==> src/source/tracker_pkg.sv <==
package tracker_pkg;

  // ==============================
  // widths
  // ==============================
  localparam int X_W = 11;
  localparam int Y_W = 10;
  localparam int CHAN_W = 8;
  // pixel count per frame and the widest per-frame coordinate sum
  localparam int COUNT_W = 24;
  localparam int ACC_W = COUNT_W + X_W;

  // ==============================
  // pixel word, two views
  // ==============================
  typedef struct packed {
    logic [4:0] red;
    logic [5:0] green;
    logic [4:0] blue;
  } rgb565_t;

  // camera sends the high byte first
  typedef struct packed {
    logic [7:0] hi_byte;
    logic [7:0] lo_byte;
  } cam_bytes_t;

  typedef union packed {
    rgb565_t    rgb;
    cam_bytes_t bytes;
  } pixel_word_u;

  // ==============================
  // stage types
  // ==============================
  typedef struct packed {
    logic [X_W-1:0] x;
    logic [Y_W-1:0] y;
  } coord_t;

  typedef struct packed {
    logic        valid;
    logic        frame_end;
    coord_t      coord;
    pixel_word_u word;
  } raw_pixel_t;

  typedef struct packed {
    logic              valid;
    logic              frame_end;
    coord_t            coord;
    logic [CHAN_W-1:0] r;
    logic [CHAN_W-1:0] g;
    logic [CHAN_W-1:0] b;
    logic [CHAN_W-1:0] y;
    logic [CHAN_W-1:0] cr;
    logic [CHAN_W-1:0] cb;
  } color_pixel_t;

  typedef struct packed {
    logic   valid;
    logic   frame_end;
    coord_t coord;
    logic   mask;
  } mask_pixel_t;

  typedef struct packed {
    logic [2:0]        channel_sel;
    logic [CHAN_W-1:0] lower;
    logic [CHAN_W-1:0] upper;
  } mask_cfg_t;

  // frame totals from the accumulator to the divider
  typedef struct packed {
    logic               go;
    logic [ACC_W-1:0]   sum_x;
    logic [ACC_W-1:0]   sum_y;
    logic [COUNT_W-1:0] count;
  } sums_t;

  typedef struct packed {
    coord_t             coord;
    logic [COUNT_W-1:0] count;
  } centroid_t;

  // ==============================
  // channel codes, 3 and 7 give zero
  // ==============================
  localparam logic [2:0] CH_GREEN = 3'd0;
  localparam logic [2:0] CH_RED = 3'd1;
  localparam logic [2:0] CH_BLUE = 3'd2;
  localparam logic [2:0] CH_LUMA = 3'd4;
  localparam logic [2:0] CH_CR = 3'd5;
  localparam logic [2:0] CH_CB = 3'd6;

  // BT.601 weights scaled by 256
  localparam int Y_R = 66;
  localparam int Y_G = 129;
  localparam int Y_B = 25;
  localparam int CR_R = 112;
  localparam int CR_G = -94;
  localparam int CR_B = -18;
  localparam int CB_R = -38;
  localparam int CB_G = -74;
  localparam int CB_B = 112;
  localparam int Y_OFFSET = 16;
  localparam int C_OFFSET = 128;

endpackage

==> src/source/pixel_assembler.sv <==
`timescale 1ns/1ps

module pixel_assembler (
  input  logic                    clk_camera,
  input  logic                    recent_reset,
  input  logic [7:0]              cam_data_i,
  input  logic                    cam_pclk_i,
  input  logic                    cam_hsync_i,
  input  logic                    cam_vsync_i,
  output tracker_pkg::raw_pixel_t pix_o
);
  import tracker_pkg::*;

  // two-flop synchronizers, index 1 is the settled copy
  logic [1:0][7:0] data_sync;
  logic [1:0]      pclk_sync;
  logic [1:0]      hsync_sync;
  logic [1:0]      vsync_sync;

  // previous settled values for edge detection
  logic pclk_q;
  logic hsync_q;
  logic vsync_q;

  logic pclk_rise;
  logic hsync_fall;
  logic vsync_rise;
  logic take_byte;

  // high while waiting for the low byte of a pixel
  logic   lo_phase;
  coord_t pos;

  always_ff @(posedge clk_camera) begin
    data_sync  <= {data_sync[0], cam_data_i};
    pclk_sync  <= {pclk_sync[0], cam_pclk_i};
    hsync_sync <= {hsync_sync[0], cam_hsync_i};
    vsync_sync <= {vsync_sync[0], cam_vsync_i};
  end

  assign pclk_rise  = pclk_sync[1] & ~pclk_q;
  assign hsync_fall = hsync_q & ~hsync_sync[1];
  assign vsync_rise = vsync_sync[1] & ~vsync_q;
  // bytes only count inside an active line outside vertical sync
  assign take_byte  = pclk_rise & hsync_sync[1] & ~vsync_sync[1];

  always_ff @(posedge clk_camera) begin
    if (recent_reset) begin
      pclk_q          <= 1'b0;
      hsync_q         <= 1'b0;
      vsync_q         <= 1'b0;
      lo_phase        <= 1'b0;
      pos             <= '0;
      pix_o.valid     <= 1'b0;
      pix_o.frame_end <= 1'b0;
    end else begin
      pclk_q          <= pclk_sync[1];
      hsync_q         <= hsync_sync[1];
      vsync_q         <= vsync_sync[1];
      pix_o.valid     <= 1'b0;
      // frame end one cycle after the settled vsync rise
      pix_o.frame_end <= vsync_rise;
      if (vsync_sync[1]) begin
        pos      <= '0;
        lo_phase <= 1'b0;
      end else if (hsync_fall) begin
        // next line starts at x zero
        pos.x    <= '0;
        pos.y    <= pos.y + 1'b1;
        lo_phase <= 1'b0;
      end else if (take_byte) begin
        if (!lo_phase) begin
          pix_o.word.bytes.hi_byte <= data_sync[1];
        end else begin
          // second byte completes the pixel
          pix_o.word.bytes.lo_byte <= data_sync[1];
          pix_o.coord              <= pos;
          pix_o.valid              <= 1'b1;
          pos.x                    <= pos.x + 1'b1;
        end
        lo_phase <= ~lo_phase;
      end
    end
  end

  // pixels are only taken with vsync low, the frame end only on its rise
  a_item_exclusive : assert property (@(posedge clk_camera) disable iff (recent_reset)
    !(pix_o.valid && pix_o.frame_end));

endmodule

==> src/source/color_space_convert.sv <==
`timescale 1ns/1ps

module color_space_convert (
  input  logic                      clk_camera,
  input  logic                      recent_reset,
  input  tracker_pkg::raw_pixel_t   pix_i,
  output tracker_pkg::color_pixel_t pix_o
);
  import tracker_pkg::*;

  localparam int PROD_W = 18;
  localparam int SUM_W = 20;
  localparam logic signed [SUM_W-1:0] ROUND = 128;

  // rows y, cr, cb; columns r, g, b
  localparam int COEF [3][3] = '{'{Y_R, Y_G, Y_B}, '{CR_R, CR_G, CR_B}, '{CB_R, CB_G, CB_B}};
  localparam int OFFSET [3] = '{Y_OFFSET, C_OFFSET, C_OFFSET};

  logic [CHAN_W-1:0]        rgb8 [3];
  logic                     s1_valid;
  logic                     s1_frame_end;
  coord_t                   s1_coord;
  logic [CHAN_W-1:0]        s1_rgb [3];
  logic signed [PROD_W-1:0] prod [3][3];
  logic signed [SUM_W-1:0]  level [3];
  logic [CHAN_W-1:0]        ycc [3];

  // 565 fields padded with zeros at the bottom
  always_comb begin
    rgb8[0] = {pix_i.word.rgb.red, 3'b000};
    rgb8[1] = {pix_i.word.rgb.green, 2'b00};
    rgb8[2] = {pix_i.word.rgb.blue, 3'b000};
  end

  // ==============================
  // step one, weighted products
  // ==============================
  always_ff @(posedge clk_camera) begin
    if (recent_reset) begin
      s1_valid     <= 1'b0;
      s1_frame_end <= 1'b0;
    end else begin
      s1_valid     <= pix_i.valid;
      s1_frame_end <= pix_i.frame_end;
    end
  end

  always_ff @(posedge clk_camera) begin
    s1_coord <= pix_i.coord;
    s1_rgb   <= rgb8;
    for (int i = 0; i < 3; i++) begin
      for (int j = 0; j < 3; j++) begin
        prod[i][j] <= PROD_W'($signed({1'b0, rgb8[j]}) * COEF[i][j]);
      end
    end
  end

  // ==============================
  // step two, sum, round, clamp
  // ==============================
  always_comb begin
    for (int i = 0; i < 3; i++) begin
      level[i] = ((prod[i][0] + prod[i][1] + prod[i][2] + ROUND) >>> 8) + SUM_W'(OFFSET[i]);
      if (level[i] < 0) begin
        ycc[i] = '0;
      end else if (level[i] > 255) begin
        ycc[i] = '1;
      end else begin
        ycc[i] = level[i][CHAN_W-1:0];
      end
    end
  end

  always_ff @(posedge clk_camera) begin
    if (recent_reset) begin
      pix_o.valid     <= 1'b0;
      pix_o.frame_end <= 1'b0;
    end else begin
      pix_o.valid     <= s1_valid;
      pix_o.frame_end <= s1_frame_end;
      pix_o.coord     <= s1_coord;
      pix_o.r         <= s1_rgb[0];
      pix_o.g         <= s1_rgb[1];
      pix_o.b         <= s1_rgb[2];
      pix_o.y         <= ycc[0];
      pix_o.cr        <= ycc[1];
      pix_o.cb        <= ycc[2];
    end
  end

endmodule

==> src/source/mask_threshold.sv <==
`timescale 1ns/1ps

module mask_threshold (
  input  logic                      clk_camera,
  input  logic                      recent_reset,
  input  tracker_pkg::color_pixel_t pix_i,
  input  tracker_pkg::mask_cfg_t    cfg_i,
  output tracker_pkg::mask_pixel_t  pix_o
);
  import tracker_pkg::*;

  logic [CHAN_W-1:0] chan;

  // unused codes fall to zero
  always_comb begin
    case (cfg_i.channel_sel)
      CH_GREEN: chan = pix_i.g;
      CH_RED:   chan = pix_i.r;
      CH_BLUE:  chan = pix_i.b;
      CH_LUMA:  chan = pix_i.y;
      CH_CR:    chan = pix_i.cr;
      CH_CB:    chan = pix_i.cb;
      default:  chan = '0;
    endcase
  end

  always_ff @(posedge clk_camera) begin
    if (recent_reset) begin
      pix_o.valid     <= 1'b0;
      pix_o.frame_end <= 1'b0;
    end else begin
      pix_o.valid     <= pix_i.valid;
      pix_o.frame_end <= pix_i.frame_end;
      pix_o.coord     <= pix_i.coord;
      // inclusive window on both ends
      pix_o.mask      <= (chan >= cfg_i.lower) && (chan <= cfg_i.upper);
    end
  end

  // config from the top must describe a non-empty window while pixels flow
  a_cfg_window : assert property (@(posedge clk_camera) disable iff (recent_reset)
    pix_i.valid |-> cfg_i.lower <= cfg_i.upper);

endmodule

==> src/source/mass_accumulator.sv <==
`timescale 1ns/1ps

module mass_accumulator #(
  parameter int H_ACTIVE = 1280,
  parameter int V_ACTIVE = 720
) (
  input  logic                     clk_camera,
  input  logic                     recent_reset,
  input  tracker_pkg::mask_pixel_t pix_i,
  output tracker_pkg::sums_t       sums_o
);
  import tracker_pkg::*;

  // enough bits for a full frame of hits at the widest coordinate
  localparam int CNT_BITS = $clog2(H_ACTIVE * V_ACTIVE + 1);
  localparam int SUM_BITS = CNT_BITS + $clog2(H_ACTIVE > V_ACTIVE ? H_ACTIVE : V_ACTIVE);

  logic [SUM_BITS-1:0] acc_x;
  logic [SUM_BITS-1:0] acc_y;
  logic [CNT_BITS-1:0] acc_n;

  always_ff @(posedge clk_camera) begin
    if (recent_reset) begin
      acc_x  <= '0;
      acc_y  <= '0;
      acc_n  <= '0;
      sums_o <= '0;
    end else begin
      sums_o.go <= pix_i.frame_end;
      if (pix_i.frame_end) begin
        // hand totals over and clear for the next frame in the same cycle
        sums_o.sum_x <= ACC_W'(acc_x);
        sums_o.sum_y <= ACC_W'(acc_y);
        sums_o.count <= COUNT_W'(acc_n);
        acc_x        <= '0;
        acc_y        <= '0;
        acc_n        <= '0;
      end else if (pix_i.valid && pix_i.mask) begin
        acc_x <= acc_x + SUM_BITS'(pix_i.coord.x);
        acc_y <= acc_y + SUM_BITS'(pix_i.coord.y);
        acc_n <= acc_n + 1'b1;
      end
    end
  end

  // a frame never has more hits than active pixels
  a_count_bound : assert property (@(posedge clk_camera) disable iff (recent_reset)
    (pix_i.valid && pix_i.mask) |-> acc_n < H_ACTIVE * V_ACTIVE);

endmodule

==> src/source/centroid_divider.sv <==
`timescale 1ns/1ps

module centroid_divider #(
  parameter int H_ACTIVE = 1280,
  parameter int V_ACTIVE = 720
) (
  input  logic                   clk_camera,
  input  logic                   recent_reset,
  input  tracker_pkg::sums_t     sums_i,
  output tracker_pkg::centroid_t centroid_o,
  output logic                   com_valid_o
);
  import tracker_pkg::*;

  localparam int CNT_BITS = $clog2(H_ACTIVE * V_ACTIVE + 1);
  localparam int SUM_BITS = CNT_BITS + $clog2(H_ACTIVE > V_ACTIVE ? H_ACTIVE : V_ACTIVE);
  localparam int STEP_W = $clog2(SUM_BITS + 1);

  typedef enum logic [1:0] {S_IDLE, S_DIV_X, S_DIV_Y} state_t;

  state_t              state;
  logic [STEP_W-1:0]   step;
  logic                start;
  logic                div_done;
  logic [CNT_BITS-1:0] divisor;
  logic [SUM_BITS-1:0] dividend_y;
  // dividend shifts out at the top while quotient bits shift in
  logic [SUM_BITS-1:0] quot;
  logic [CNT_BITS-1:0] rem;
  logic [CNT_BITS:0]   trial;
  logic [CNT_BITS:0]   diff;
  logic                fits;
  logic [X_W-1:0]      quot_x;

  // an empty frame is dropped here, a go while busy too
  assign start    = (state == S_IDLE) && sums_i.go && (sums_i.count != '0);
  assign div_done = (step == STEP_W'(SUM_BITS));
  assign trial    = {rem, quot[SUM_BITS-1]};
  assign diff     = trial - {1'b0, divisor};
  assign fits     = trial >= {1'b0, divisor};

  // ==============================
  // control
  // ==============================
  always_ff @(posedge clk_camera) begin
    if (recent_reset) begin
      state       <= S_IDLE;
      step        <= '0;
      com_valid_o <= 1'b0;
      centroid_o  <= '0;
    end else begin
      com_valid_o <= 1'b0;
      step        <= (start || div_done) ? '0 : step + 1'b1;
      case (state)
        S_IDLE: begin
          if (start) begin
            state <= S_DIV_X;
          end
        end
        S_DIV_X: begin
          if (div_done) begin
            state <= S_DIV_Y;
          end
        end
        default: begin
          if (div_done) begin
            state                <= S_IDLE;
            centroid_o.coord.x   <= quot_x;
            centroid_o.coord.y   <= quot[Y_W-1:0];
            centroid_o.count     <= COUNT_W'(divisor);
            com_valid_o          <= 1'b1;
          end
        end
      endcase
    end
  end

  // ==============================
  // datapath, one quotient bit per cycle
  // ==============================
  always_ff @(posedge clk_camera) begin
    if (start) begin
      divisor    <= CNT_BITS'(sums_i.count);
      dividend_y <= SUM_BITS'(sums_i.sum_y);
      quot       <= SUM_BITS'(sums_i.sum_x);
      rem        <= '0;
    end else if (state != S_IDLE && !div_done) begin
      rem  <= fits ? diff[CNT_BITS-1:0] : trial[CNT_BITS-1:0];
      quot <= {quot[SUM_BITS-2:0], fits};
    end else if (state == S_DIV_X && div_done) begin
      // x finished, reload for y
      quot_x <= quot[X_W-1:0];
      quot   <= dividend_y;
      rem    <= '0;
    end
  end

  // mean coordinates stay on screen when the accumulated sums are consistent
  a_mean_x : assert property (@(posedge clk_camera) disable iff (recent_reset)
    (state == S_DIV_X && div_done) |-> quot < H_ACTIVE);
  a_mean_y : assert property (@(posedge clk_camera) disable iff (recent_reset)
    (state == S_DIV_Y && div_done) |-> quot < V_ACTIVE);

endmodule

==> src/source/centroid_tracker.sv <==
`timescale 1ns/1ps

module centroid_tracker #(
  parameter int H_ACTIVE = 1280,
  parameter int V_ACTIVE = 720
) (
  input  logic                   clk_camera,
  input  logic                   recent_reset,
  input  logic [7:0]             cam_data_i,
  input  logic                   cam_pclk_i,
  input  logic                   cam_hsync_i,
  input  logic                   cam_vsync_i,
  input  tracker_pkg::mask_cfg_t mask_cfg_i,
  output tracker_pkg::centroid_t centroid_o,
  output logic                   com_valid_o
);
  import tracker_pkg::*;

  raw_pixel_t   raw_pix;
  color_pixel_t color_pix;
  mask_pixel_t  mask_pix;
  sums_t        sums;

  // ==============================
  // camera bus to pixels
  // ==============================
  pixel_assembler u_pixel_assembler (
    .clk_camera   (clk_camera),
    .recent_reset (recent_reset),
    .cam_data_i   (cam_data_i),
    .cam_pclk_i   (cam_pclk_i),
    .cam_hsync_i  (cam_hsync_i),
    .cam_vsync_i  (cam_vsync_i),
    .pix_o        (raw_pix)
  );

  color_space_convert u_color_space_convert (
    .clk_camera   (clk_camera),
    .recent_reset (recent_reset),
    .pix_i        (raw_pix),
    .pix_o        (color_pix)
  );

  mask_threshold u_mask_threshold (
    .clk_camera   (clk_camera),
    .recent_reset (recent_reset),
    .pix_i        (color_pix),
    .cfg_i        (mask_cfg_i),
    .pix_o        (mask_pix)
  );

  // ==============================
  // center of mass
  // ==============================
  mass_accumulator #(
    .H_ACTIVE (H_ACTIVE),
    .V_ACTIVE (V_ACTIVE)
  ) u_mass_accumulator (
    .clk_camera   (clk_camera),
    .recent_reset (recent_reset),
    .pix_i        (mask_pix),
    .sums_o       (sums)
  );

  centroid_divider #(
    .H_ACTIVE (H_ACTIVE),
    .V_ACTIVE (V_ACTIVE)
  ) u_centroid_divider (
    .clk_camera   (clk_camera),
    .recent_reset (recent_reset),
    .sums_i       (sums),
    .centroid_o   (centroid_o),
    .com_valid_o  (com_valid_o)
  );

endmodule

==> config.mk <==
export PLATFORM = sky130hd
export DESIGN_NAME = centroid_tracker
export DESIGN_NICKNAME = d
export VERILOG_FILES = /design/src/source/tracker_pkg.sv /design/src/source/pixel_assembler.sv /design/src/source/color_space_convert.sv /design/src/source/mask_threshold.sv /design/src/source/mass_accumulator.sv /design/src/source/centroid_divider.sv /design/src/source/centroid_tracker.sv
export SDC_FILE = /design/constraint.sdc
export NUM_CORES = 1
export LEC_CHECK = 0
export BUFFER_PORTS_ARGS = -buffer_cell sky130_fd_sc_hd__buf_2
export CAP_MARGIN = 30
export CORE_MARGIN = 1
export CORE_UTILIZATION = 60
export CTS_CLUSTER_SIZE = 12
export DETAILED_ROUTE_END_ITERATION = 6
export PLACE_DENSITY_LB_ADDON = 0.12
export SYNTH_ARGS = -nofsm -noshare
export SYNTH_HDL_FRONTEND = slang
export SYNTH_SLANG_ARGS = --single-unit
==> constraint.sdc <==
create_clock -name clk_camera -period 9.6 [get_ports clk_camera]
set_input_delay 0.48 -clock clk_camera [delete_from_list [all_inputs] [get_ports clk_camera]]
set_output_delay 0.48 -clock clk_camera [all_outputs]
set_load 0.1 [all_outputs]
==> results of run 1 <==
report_power, final:
| part | switching [uW] | total (uW) | internal, uW |
|---|---|---|---|
| Sequential | 32.1 | 2720 | 2690 |
| Combinational | 279 | 481 | 201 |
| Clock | 948 | 2190 | 1240 |
| Total | 1260 | 5390 | 4130 |
worst max-delay path, stage by stage (launching register included):
cell       delay (ns)
dfxtp_1          0.35
inv_1            0.07
fa_1             0.52
inv_1            0.05
ha_1             0.28
ha_1             0.30
nand3_1          0.13
o2111ai_1        0.24
o311a_1          0.40
o21a_1           0.24
nor2_1           0.22
inv_1            0.07
ha_1             0.32
a211o_1          0.29
nor3_1           0.19
o2111ai_1        0.17
nand2_1          0.14
a221o_1          0.15
o211ai_1         0.22
nand2b_1         0.16
Yosys cell counts (4+ instances only):
cell         n  share of area [%]
dfxtp_1    389                 27
inv_1      290                3.8
ha_1       274                 12
nand2_1    267                3.5
nor2_1     237                3.1
edfxtp_1   213                 22
a21oi_1    169                2.9
mux2i_1    118                4.1
xor2_1      77                2.3
o21ai_0     76                1.3
xnor2_1     75                2.3
clkbuf_1    65               0.84
fa_1        63                4.4
a31oi_1     44               0.95
nand3_1     37               0.64
a21o_1      35               0.91
and3_1      32               0.69
nor2b_1     29               0.63
nand4_1     27               0.58
or3_1       25               0.54
nor3_1      24               0.42
buf_1       20               0.26
o21bai_1    16               0.42
and4_1      12               0.36
o21a_1      12               0.31
nand2b_1    11               0.24
a211oi_1    10               0.26
and2_1      10               0.22
nor4_1       9               0.19
o211ai_1     9               0.23
or2_2        8               0.17
a2111o_1     7               0.27
o2111ai_1    5               0.15
o31ai_1      5               0.13
buf_4        4               0.10
nand3b_1     4               0.10
nor3b_1      4               0.10
or4_1        4               0.10
cell families after synthesis:
kind of cell / count (synthesis) / synth area share, %
DFF: 602 / 49.0
AOI/OAI and AO/OA: 429 / 9.11
buffers and inverters: 382 / 5.02
xor gates and xnor gates: 152 / 4.60
adders and majority gates: 338 / 16.2
other: 1 / 0.0130
and+or+nand+nor: 746 / 11.7
muxes: 121 / 4.24
worst min-delay path by stage:
stage / startpoint / end / depth (start not counted)
6_report: u_pixel_assembler.pclk_sync[0]$_DFF_P_ / u_pixel_assembler.pclk_sync[1]$_DFF_P_ / 0
5_1_grt: recent_reset / u_mass_accumulator.sums_o[51]$_SDFFE_PP0P_ / 2
4_1_cts: recent_reset / u_mass_accumulator.sums_o[38]$_SDFFE_PP0P_ / 2
3_5_place_dp: u_pixel_assembler.data_sync[3]$_DFF_P_ / u_pixel_assembler.data_sync[11]$_DFF_P_ / 0
3_3_place_gp: u_pixel_assembler.data_sync[5]$_DFF_P_ / u_pixel_assembler.data_sync[13]$_DFF_P_ / 0
2_1_floorplan: u_pixel_assembler.data_sync[2]$_DFF_P_ / u_pixel_assembler.data_sync[10]$_DFF_P_ / 0
layout by cell type, fill, tap and decap left out, types with 10 or more instances in the layout:
cell type,n
xor2_1,77
or3_1,25
o21a_1,12
nand4_1,27
nor3_1,24
mux2i_1,118
edfxtp_1,213
dfxtp_1,388
a21oi_1,169
a31oi_1,44
nand2_1,267
nor2_1,236
o21bai_1,16
xnor2_1,75
o21ai_0,76
nand2b_1,11
and2_1,10
clkbuf_16,61
nand3_1,37
a211oi_1,10
nor2b_1,29
buf_2,72
ha_1,274
fa_1,63
inv_1,288
a21o_1,35
buf_4,19
and3_1,32
clkbuf_1,34
and4_1,12
dlygate4sd3_1,11
state kept, by name (all words and copies together) (netlist names), 21 cells and up:
register / flops
u_mass_accumulator.sums_o: 83
u_color_space_convert.prod: 65
u_color_space_convert.pix_o: 63
u_centroid_divider.centroid_o: 41
u_pixel_assembler.pix_o: 39
u_centroid_divider.dividend_y: 31
u_centroid_divider.quot: 31
u_mass_accumulator.acc_x: 31
u_mass_accumulator.acc_y: 31
u_mask_threshold.pix_o: 24
u_color_space_convert.s1_coord: 21
u_pixel_assembler.pos: 21
per-stage QoR:
step                hold slack (ns)  utilization, %  std cells  power, uW
CTS                           0.300            66.9       3514       5440
global placement              0.310            62.6       3386       3230
floorplan                     0.310               -       2774       3130
finish                        0.325            67.0       3516       5390
global route                  0.324            67.0       3515       5600
detailed placement            0.312            62.8       3390       3240
layer usage:
| layer | part of all wire, % | vias up | track usage [%] |
|---|---|---|---|
| met3 | 3.6 | 57 | 2.76 |
| met2 | 47 | 333 | 40.0 |
| li1 | - | 9629 | - |
| met1 | 47 | 9220 | 31.9 |
| met4 | 1.5 | 0 | 5.94 |
| met5 | 0 | - | 0 |
repair_timing:
item	in CTS	in global routing
hold endpoints to repair	11	0
gates resized for setup	0	0
hold buffers	11	0
cell type report:
cell class / count / area (sq um) / area share [%]
Sequential cell: 602 / 14200 / 44.5
Multi-Input combinational cell: 1790 / 13300 / 41.7
Clock buffer: 102 / 1750 / 5.49
Inverter: 290 / 1090 / 3.42
Tap cell: 615 / 769 / 2.41
Timing Repair Buffer: 105 / 696 / 2.18
Clock inverter: 11 / 105 / 0.329
Antenna cell: 1 / 2.50 / 0.00784
==> metrics.cfg, run 1 <==
[status]
outcome = completed

[clock_tree]
root_buffer = clkbuf_16
post-cts-setup-buffer-count = 0
cts.htree.levels = 2
clk_path_buf_depth = 3
clock-sinks = 602
clkLatencyLatePin_ns = 0.63
cts_tree = yes
clkTransAtPathRegs_ns = 0.06
cts_buffers = 60

[grt]
grt_pass1_wl_mm = 94.4
grt_max_degree = 101
grt_pass1_vias = 19100
antenna_found_initial = 0
overflow = 0
grtUsageTotal_pct = 23.5

[setup_path]
endpoint = u_color_space_convert.pix_o[18]$_SDFFCE_PN1N_
cp.required_ns = 10.09
critical_path_class = reg2reg
r2r_start = u_color_space_convert.s1_rgb[14]$_DFF_P_
cp.arrival_ns = 5.12
r2r_slack_ns = 4.96
worst-path-max-fanout = 7
startpoint = u_color_space_convert.s1_rgb[14]$_DFF_P_
cp-start-kind = register
critPathCaptureType = register
r2r_end = u_color_space_convert.pix_o[18]$_SDFFCE_PN1N_
reg2reg_depth = 19

[routing]
totalWireLength_mm = 57.0
wl_per_cell_microns = 16.2
initialDrtViolationCount = 1056
drc_errors = 0
antenna_left = 0
firstDrtPassIters = 5
vias = 19200
vias_per_cell = 5.47

[die]
std_cell_rows = 80
die_x_microns = 222
core-area_sq_um = 47600
start_util_pct = 60.7
die_y_microns = 222
io_pins = 78
dieArea_sq_um = 49100

[sta]
worst_pin_slew_ns = 0.986
setup_viol = 0
worst_clock_skew_ns = 0.0282
final-hold-violation-count = 0
timing.setup.tns_ns = 0
max-slew-margin-rel_pct = 34.3
fmax_ghz = 0.216
fin_crit_sh_pct = 48.3
rsz0062_at_grt = no
layout_setup_ws_ns = 4.96
slew_violations = 0
layout_min_cycle_time_ns = 4.64

[power_and_ir_drop]
peakVddDrop_uv = 141
leakagePower_uw = 0.0138
power_density_nw_per_um2 = 169

[logic_synthesis]
ys.flop_type = dfxtp_1
yosys_warnings = 0
synth-seq-cells = 602
synth_area_sq_um = 28900
async_flop_share_pct = 0
synth-edff-count = 213
yosysSeqAreaShare_pct = 49.0
postSynthAreaPerCell_sq_um = 10.4
synthCells = 2771
synth.distinct_cells = 70

[placed_design]
place_area_sq_um = 29900
io_buffers = 73
hpwlAfterDp_mm = 41.0
place_congestion = 0.854
dp_slack_ns = 5.01

[min_path]
hp-class = reg2reg

[layout]
fin_nets = 3218
num-fill-cells = 3692
drive_gt1_share_pct = 6.59
syn_to_final_growth_pct = 10.3
final_area_sq_um = 31900

[job]
cap_viol_max_count = 0

(Power assumes the default switching activity.)
==> run 2: changes to the inputs <==
clock period = 4.45 ns   (was 9.6 ns; I/O delays follow)
==> run 2 against run 1 <==
Via count grew 0.50%. First-iteration DRC count rose by 11%. Critical path depth did not move. Clock-buffer cell count decreased by 2. Flip-flop and latch count stayed put. Core utilization rose by 0.61 points. Sequential share of layout area fell by 0.39 points. Die area unchanged. Critical path type unchanged. Highest routed layer unchanged.
==> metrics.cfg, run 2 (synthesis gave the netlist of run 1 again) <==
[status]
outcome = completed

[grt]
antenna_found_initial = 1  ; +1
overflow = 0  ; unchanged
grt_pass1_vias = 19000  ; -0.81%
grt_max_degree = 75  ; -26%
grt_pass1_wl_mm = 94.4  ; about the same
grtUsageTotal_pct = 23.5  ; +0.040 points

[die]
die_y_microns = 222  ; unchanged
std_cell_rows = 80  ; unchanged
io_pins = 78  ; unchanged
start_util_pct = 60.7  ; unchanged
dieArea_sq_um = 49100  ; unchanged
core-area_sq_um = 47600  ; unchanged
die_x_microns = 222  ; unchanged

[routing]
initialDrtViolationCount = 1167  ; +11%
wl_per_cell_microns = 16.3  ; +0.65%
vias = 19300  ; +0.50%
firstDrtPassIters = 5  ; unchanged
drc_errors = 0  ; unchanged
vias_per_cell = 5.47  ; about the same
totalWireLength_mm = 57.6  ; +1.1%
antenna_left = 0  ; unchanged

[clock_tree]
cts_tree = yes
cts.htree.levels = 2  ; unchanged
clkLatencyLatePin_ns = 0.63  ; about the same
clk_path_buf_depth = 3  ; unchanged
clkTransAtPathRegs_ns = 0.06  ; about the same
root_buffer = clkbuf_16
clock-sinks = 602  ; unchanged
cts_buffers = 61  ; +1.7%

[placed_design]
dp_slack_ns = -0.0407  ; -5.05 ns
io_buffers = 73  ; unchanged
place_area_sq_um = 30000  ; +0.17%
hpwlAfterDp_mm = 41.0  ; about the same
place_congestion = 0.904  ; +5.9%

[sta]
worst_pin_slew_ns = 1.03  ; +0.0407 ns
max-slew-margin-rel_pct = 31.3  ; -3.0 points
final-hold-violation-count = 0  ; unchanged
timing.setup.tns_ns = 0  ; unchanged
fin_crit_sh_pct = 96.8  ; +49 points
fmax_ghz = 0.232  ; +7.6%
layout_setup_ws_ns = 0.141  ; -4.82 ns
setup_viol = 0  ; unchanged
slew_violations = 0  ; unchanged
layout_min_cycle_time_ns = 4.31  ; -0.326 ns
worst_clock_skew_ns = 0.0226  ; -0.00566 ns

[setup_path]
cpMostUsedCell = o2111ai_2
path_cells = inv_1 -> fa_2 -> inv_2 -> fa_1 -> ha_4 -> nand4_1 -> o2111ai_2 -> o311a_1 -> o21a_1 -> nor2_2 -> xnor2_2 -> ha_1 -> a211o_1 -> nor3_2 -> o2111ai_2 -> nand2_2 -> a221o_1 -> o211ai_1 -> nand2b_1
worst-path-max-fanout = 7  ; unchanged
cp.arrival_ns = 4.78  ; -0.34 ns
critical_path_class = reg2reg
cp-start-kind = register
cp.required_ns = 4.92  ; -5.17 ns
critical_path.max_stage_delay_ns = 0.45  ; -0.07 ns
crit_path_top_delay_cell = fa_1
critPathCaptureType = register

[power_and_ir_drop]
intPower_uw = 9090  ; +120%
power_uw = 11800  ; +120%
leakagePower_uw = 0.0139  ; +0.86%
combPwrFrac_pct = 9.0  ; about the same
pwr-share-seq_pct = 49.6  ; -0.9 points
p_sw_uw = 2730  ; +120%
swShare_pct = 23.1  ; -0.26 points
power_density_nw_per_um2 = 367  ; +120%
clock_power_share_pct = 41.4  ; +0.8 points
peakVddDrop_uv = 299  ; +110%

[layout]
antenna_cells = 0  ; -1
regMostFlops = u_mass_accumulator.sums_o
multi_input_area_sq_um = 13400  ; +0.99%
num-fill-cells = 3605  ; -2.4%
seqCellArea_sq_um = 14200  ; about the same
layout_commonest_cell = dfxtp_1
fin_nets = 3237  ; +0.59%
reg.largest.list = u_mass_accumulator.sums_o: 83 flops, u_color_space_convert.prod: 65 flops, u_color_space_convert.pix_o: 63 flops
mostFrequentLayoutCells = dfxtp_1, inv_1, ha_1, nand2_1, nor2_1
largest_reg_flops = 83  ; unchanged
utilization_pct = 67.6  ; +0.61 points
drive_gt1_share_pct = 8.12  ; +1.5 points
final_area_sq_um = 32200  ; +0.92%
syn_to_final_growth_pct = 11.3

[min_path]
hp-class = in2reg

[job]
cap_viol_max_count = 0  ; unchanged

run 2: cell count changes in the layout (fill, tap and decap cells not counted), moves of 3 or more:
| cell | change |
|---|---|
| buf_4 | +20 |
| o21ai_0 | -3 |
| clkbuf_1 | -4 |
| dfxtp_2 | +4 |
| buf_16 | -3 |
| dfxtp_1 | -4 |
| ha_4 | +4 |
| ha_1 | -5 |
run 2: power by group through the flow:
stage,registers (uW),logic (uW),clock network [uW]
final,5870,1060,4890
after global routing,5870,1190,5210
after floorplan,5950,805,0
after detailed placement,5980,1020,0
after CTS,5870,1040,5000
after global placement,5980,987,0
run 2: per-stage QoR:
stage	hold slack (ns)	cells
floorplan	0.250	2774
global placement	0.311	3402
detailed placement	0.312	3402
CTS	0.0821	3529
global route	0.117	3533
finish	0.112	3533
run 2: path summary, 6_finish.rpt:
check | from | to | slack (ns) | cells after the start
worst max-delay path | u_color_space_convert.s1_rgb[14]$_DFF_P_ | u_color_space_convert.pix_o[18]$_SDFFCE_PN1N_ | 0.14 | 19
worst min-delay path | recent_reset | u_mask_threshold.pix_o[23]$_SDFF_PP0_ | 0.11 | 2
worst max register to register | u_color_space_convert.s1_rgb[14]$_DFF_P_ | u_color_space_convert.pix_o[18]$_SDFFCE_PN1N_ | 0.14 | 19
worst min register to register | u_pixel_assembler.data_sync[5]$_DFF_P_ | u_pixel_assembler.data_sync[13]$_DFF_P_ | 0.33 | 0
run 2: what timing repair did:
item | in CTS | in global routing
pin swaps | 7 | 11
setup buffers | 3 | 3
hold buffers | 11 | 0
hold endpoints to repair | 11 | 0
resized for setup | 8 | 21
setup endpoints to repair | 7 | 18
run 2: cell type report:
type,count,area share (%)
Clock buffer,100,5.54
Timing Repair Buffer,123,2.43
Inverter,290,3.38
Sequential cell,602,44.1
Clock inverter,13,0.439
Multi-Input combinational cell,1790,41.7
Tap cell,615,2.39
run 2: worst max-delay path: cells and delay by family (launching register included):
kind,cells,cell delay (ns)
xor gates and xnor gates,1,0.14
buffers and inverters,2,0.12
and+or+nand+nor,5,0.67
DFF,1,0.35
adders and majority gates,4,1.31
AOI/OAI and AO/OA,7,1.58
run 2: per-layer routing:
layer  routed length (microns)  vias to the layer above  GRT usage, %
li1                          -                     9669             -
met5                         0                        -             0
met2                     26900                      358          38.9
met1                     27000                     9223          32.3
met3                      2480                       86          3.60
met4                      1240                        0          6.36
==> run 3: changes to the inputs <==
CORE_UTILIZATION = 45   (was 60)
==> run 3 against run 2 <==
Register-to-register slack gained 0.03 ns. Non-clock buffer count grew 5. Critical path depth is the same. Worst setup slack gained 0.030 ns. Clock power grew 8.4%. Flip-flop and latch count is the same. Cell count grew 6.9%. Via count shrank 1.2%. Combinational power is essentially flat. Fmax grew 0.69%. Hold slack gained 0.089 ns. Sequential share of layout area shrank 0.74 points. Largest power group unchanged.
==> metrics.cfg, run 3 (synthesis gave the netlist of run 1 again) <==
[setup_path]
r2r_start = u_color_space_convert.prod[0][3]$_DFF_P_
path_cells = inv_1 -> fa_2 -> inv_1 -> ha_1 -> ha_4 -> nand3_2 -> o2111ai_2 -> o311a_1 -> o21a_1 -> nor2_1 -> xnor2_1 -> ha_1 -> a211o_1 -> nor3_2 -> o2111ai_2 -> nand2_2 -> a221o_1 -> o211ai_1 -> o21ai_1
path_buf_inv = 2  ; unchanged
critical_path.max_stage_delay_ns = 0.56  ; +0.11 ns
r2r_slack_ns = 0.17  ; +0.03 ns
worst-path-max-fanout = 7  ; unchanged
crit_path_top_delay_cell = fa_2
cp.required_ns = 4.89  ; -0.03 ns
critPathCaptureType = register
critical_path_class = reg2reg
cp.arrival_ns = 4.72  ; -0.06 ns
reg2reg_depth = 19  ; unchanged
r2r_end = u_color_space_convert.pix_o[19]$_SDFFCE_PN1N_
cp-start-kind = register
crit_family = compound AO/OA/AOI/OAI gates

[grt]
grt_pass1_vias = 19000  ; +0.021%
overflow = 0  ; unchanged
antenna_found_initial = 0  ; -1
grt_pass1_wl_mm = 97.8  ; +3.6%
grt_max_degree = 81  ; +8.0%
grtUsageTotal_pct = 18.3  ; -5.2 points

[layout]
syn_to_final_growth_pct = 13.2
reg.largest.list = u_mass_accumulator.sums_o: 83 flops, u_color_space_convert.prod: 65 flops, u_color_space_convert.pix_o: 63 flops
antenna_cells = 0  ; unchanged
layout_commonest_cell = dfxtp_1
drive_gt1_share_pct = 8.70  ; +0.58 points
final_area_sq_um = 32700  ; +1.7%
fin_nets = 3248  ; +0.34%
num-fill-cells = 5677  ; +57%
utilization_pct = 51.7  ; -16 points
regMostFlops = u_mass_accumulator.sums_o
largest_reg_flops = 83  ; unchanged
mostFrequentLayoutCells = dfxtp_1, inv_1, ha_1, nand2_1, nor2_1

[min_path]
hp-class = in2reg
min_path_cells = 2  ; unchanged
holdPathEnd = u_mass_accumulator.sums_o[32]$_SDFFE_PP0P_
min-delay-start = recent_reset

[sta]
worst_pin_slew_ns = 0.965  ; -0.0619 ns
max-slew-margin-rel_pct = 35.4  ; +4.1 points
fmax_ghz = 0.234  ; +0.69%
setup_viol = 0  ; unchanged
fin_hold_ws_ns = 0.201  ; +0.0888 ns
fin_crit_sh_pct = 96.2  ; -0.66 points
slew_violations = 0  ; unchanged
worst_clock_skew_ns = 0.0278  ; +0.00526 ns
layout_min_cycle_time_ns = 4.28  ; -0.0295 ns
final-hold-violation-count = 0  ; unchanged

[die]
die_y_microns = 256  ; +15%
start_util_pct = 45.7  ; -15 points
dieArea_sq_um = 65300  ; +33%
core-area_sq_um = 63300  ; +33%
std_cell_rows = 92  ; +15%
io_pins = 78  ; unchanged
die_x_microns = 256  ; +15%

[clock_tree]
clkTransAtPathRegs_ns = 0.06  ; about the same
root_buffer = clkbuf_16
cts_buffers = 67  ; +9.8%
cts_tree = yes
clk_path_buf_depth = 3  ; unchanged
cts.htree.levels = 3  ; +1
clkLatencyLatePin_ns = 0.60  ; -0.03 ns
clock-sinks = 602  ; unchanged

[routing]
vias = 19100  ; -1.2%
firstDrtPassIters = 5  ; unchanged
antenna_left = 0  ; unchanged
vias_per_cell = 5.06  ; -7.6%
totalWireLength_mm = 59.6  ; +3.4%
drc_errors = 0  ; unchanged
wl_per_cell_microns = 15.8  ; -3.3%
initialDrtViolationCount = 887  ; -24%

[power_and_ir_drop]
intPower_uw = 9370  ; +3.1%
power_uw = 12300  ; +3.6%
power_density_nw_per_um2 = 374  ; +1.9%
swShare_pct = 23.5  ; +0.42 points
clock_power_share_pct = 43.3  ; +1.9 points
combPwrFrac_pct = 8.8  ; -0.2 points
leakagePower_uw = 0.0141  ; +0.90%
pwr-share-seq_pct = 47.9  ; -1.7 points
peakVddDrop_uv = 265  ; -11%
p_sw_uw = 2880  ; +5.5%

[placed_design]
place_area_sq_um = 30300  ; +1.2%
place_congestion = 0.869  ; -3.8%
io_buffers = 73  ; unchanged
hpwlAfterDp_mm = 43.2  ; +5.4%

[status]
outcome = completed

[job]
cap_viol_max_count = 0  ; unchanged

run 3: what timing repair did:
action | 4_1_cts | 5_1_grt
pin swaps | 5 | 10
gates resized for setup | 4 | 24
setup endpoints to repair | 7 | 20
hold buffers | 11 | 0
hold endpoints to repair | 11 | 0
buffers inserted | 4 | 2
run 3: worst register-to-register path, stage by stage, from the launching register on:
cell,delay (ns)
dfxtp_1,0.32
inv_1,0.06
fa_2,0.56
inv_1,0.04
ha_1,0.32
ha_4,0.22
nand3_2,0.09
o2111ai_2,0.15
o311a_1,0.34
o21a_1,0.23
nor2_1,0.15
xnor2_1,0.16
ha_1,0.28
a211o_1,0.29
nor3_2,0.14
o2111ai_2,0.14
nand2_2,0.12
a221o_1,0.14
o211ai_1,0.23
o21ai_1,0.15
run 3: cell type report:
cell class	instances	area [sq um]	share of cell area [%]
sequential	602	14200	43.3
timing repair buffer	128	821	2.51
inverter	290	1090	3.33
clock buffer	99	1950	5.96
multi-input combinational	1790	13500	41.1
tap	846	1060	3.23
clock inverter	23	170	0.520
run 3: how the worst max path moves through the flow:
stage                                        startpoint                                       endpoint  cells past startpoint
2_1_floorplan   u_pixel_assembler.vsync_sync[1]$_DFF_P_           u_pixel_assembler.pix_o[0]$_DFFE_PP_                      2
3_3_place_gp   u_color_space_convert.s1_rgb[14]$_DFF_P_  u_color_space_convert.pix_o[19]$_SDFFCE_PN1N_                     19
5_1_grt        u_color_space_convert.s1_rgb[19]$_DFF_P_  u_color_space_convert.pix_o[19]$_SDFFCE_PN1N_                     19
3_5_place_dp   u_color_space_convert.s1_rgb[21]$_DFF_P_  u_color_space_convert.pix_o[19]$_SDFFCE_PN1N_                     19
4_1_cts        u_color_space_convert.s1_rgb[14]$_DFF_P_  u_color_space_convert.pix_o[19]$_SDFFCE_PN1N_                     19
6_report       u_color_space_convert.prod[0][3]$_DFF_P_  u_color_space_convert.pix_o[19]$_SDFFCE_PN1N_                     19
run 3: power by group through the flow:
stage               logic, uW  clock network (uW)  registers, uW
floorplan                 805                   0           5950
global placement         1010                   0           5990
detailed placement       1020                   0           5990
CTS                      1040                5460           5870
global route             1210                5670           5870
finish                   1080                5300           5870
run 3: through the flow:
step / std cells / setup slack, ns / setup TNS (ns)
after floorplan: 2774 / 0.273 / 0
after global routing: 3778 / -0.0314 / -0.0891
final: 3778 / 0.171 / 0
after CTS: 3776 / 0.0157 / 0
after detailed placement: 3639 / -0.0265 / -0.0526
after global placement: 3637 / 0.108 / 0
run 3: layer usage:
layer,up-vias,global-route usage [%],share of wire (%)
met3,98,2.93,3.1
met2,258,29.4,45
met5,-,0,0
li1,9722,-,-
met4,0,5.66,2.7
met1,9024,25.3,49
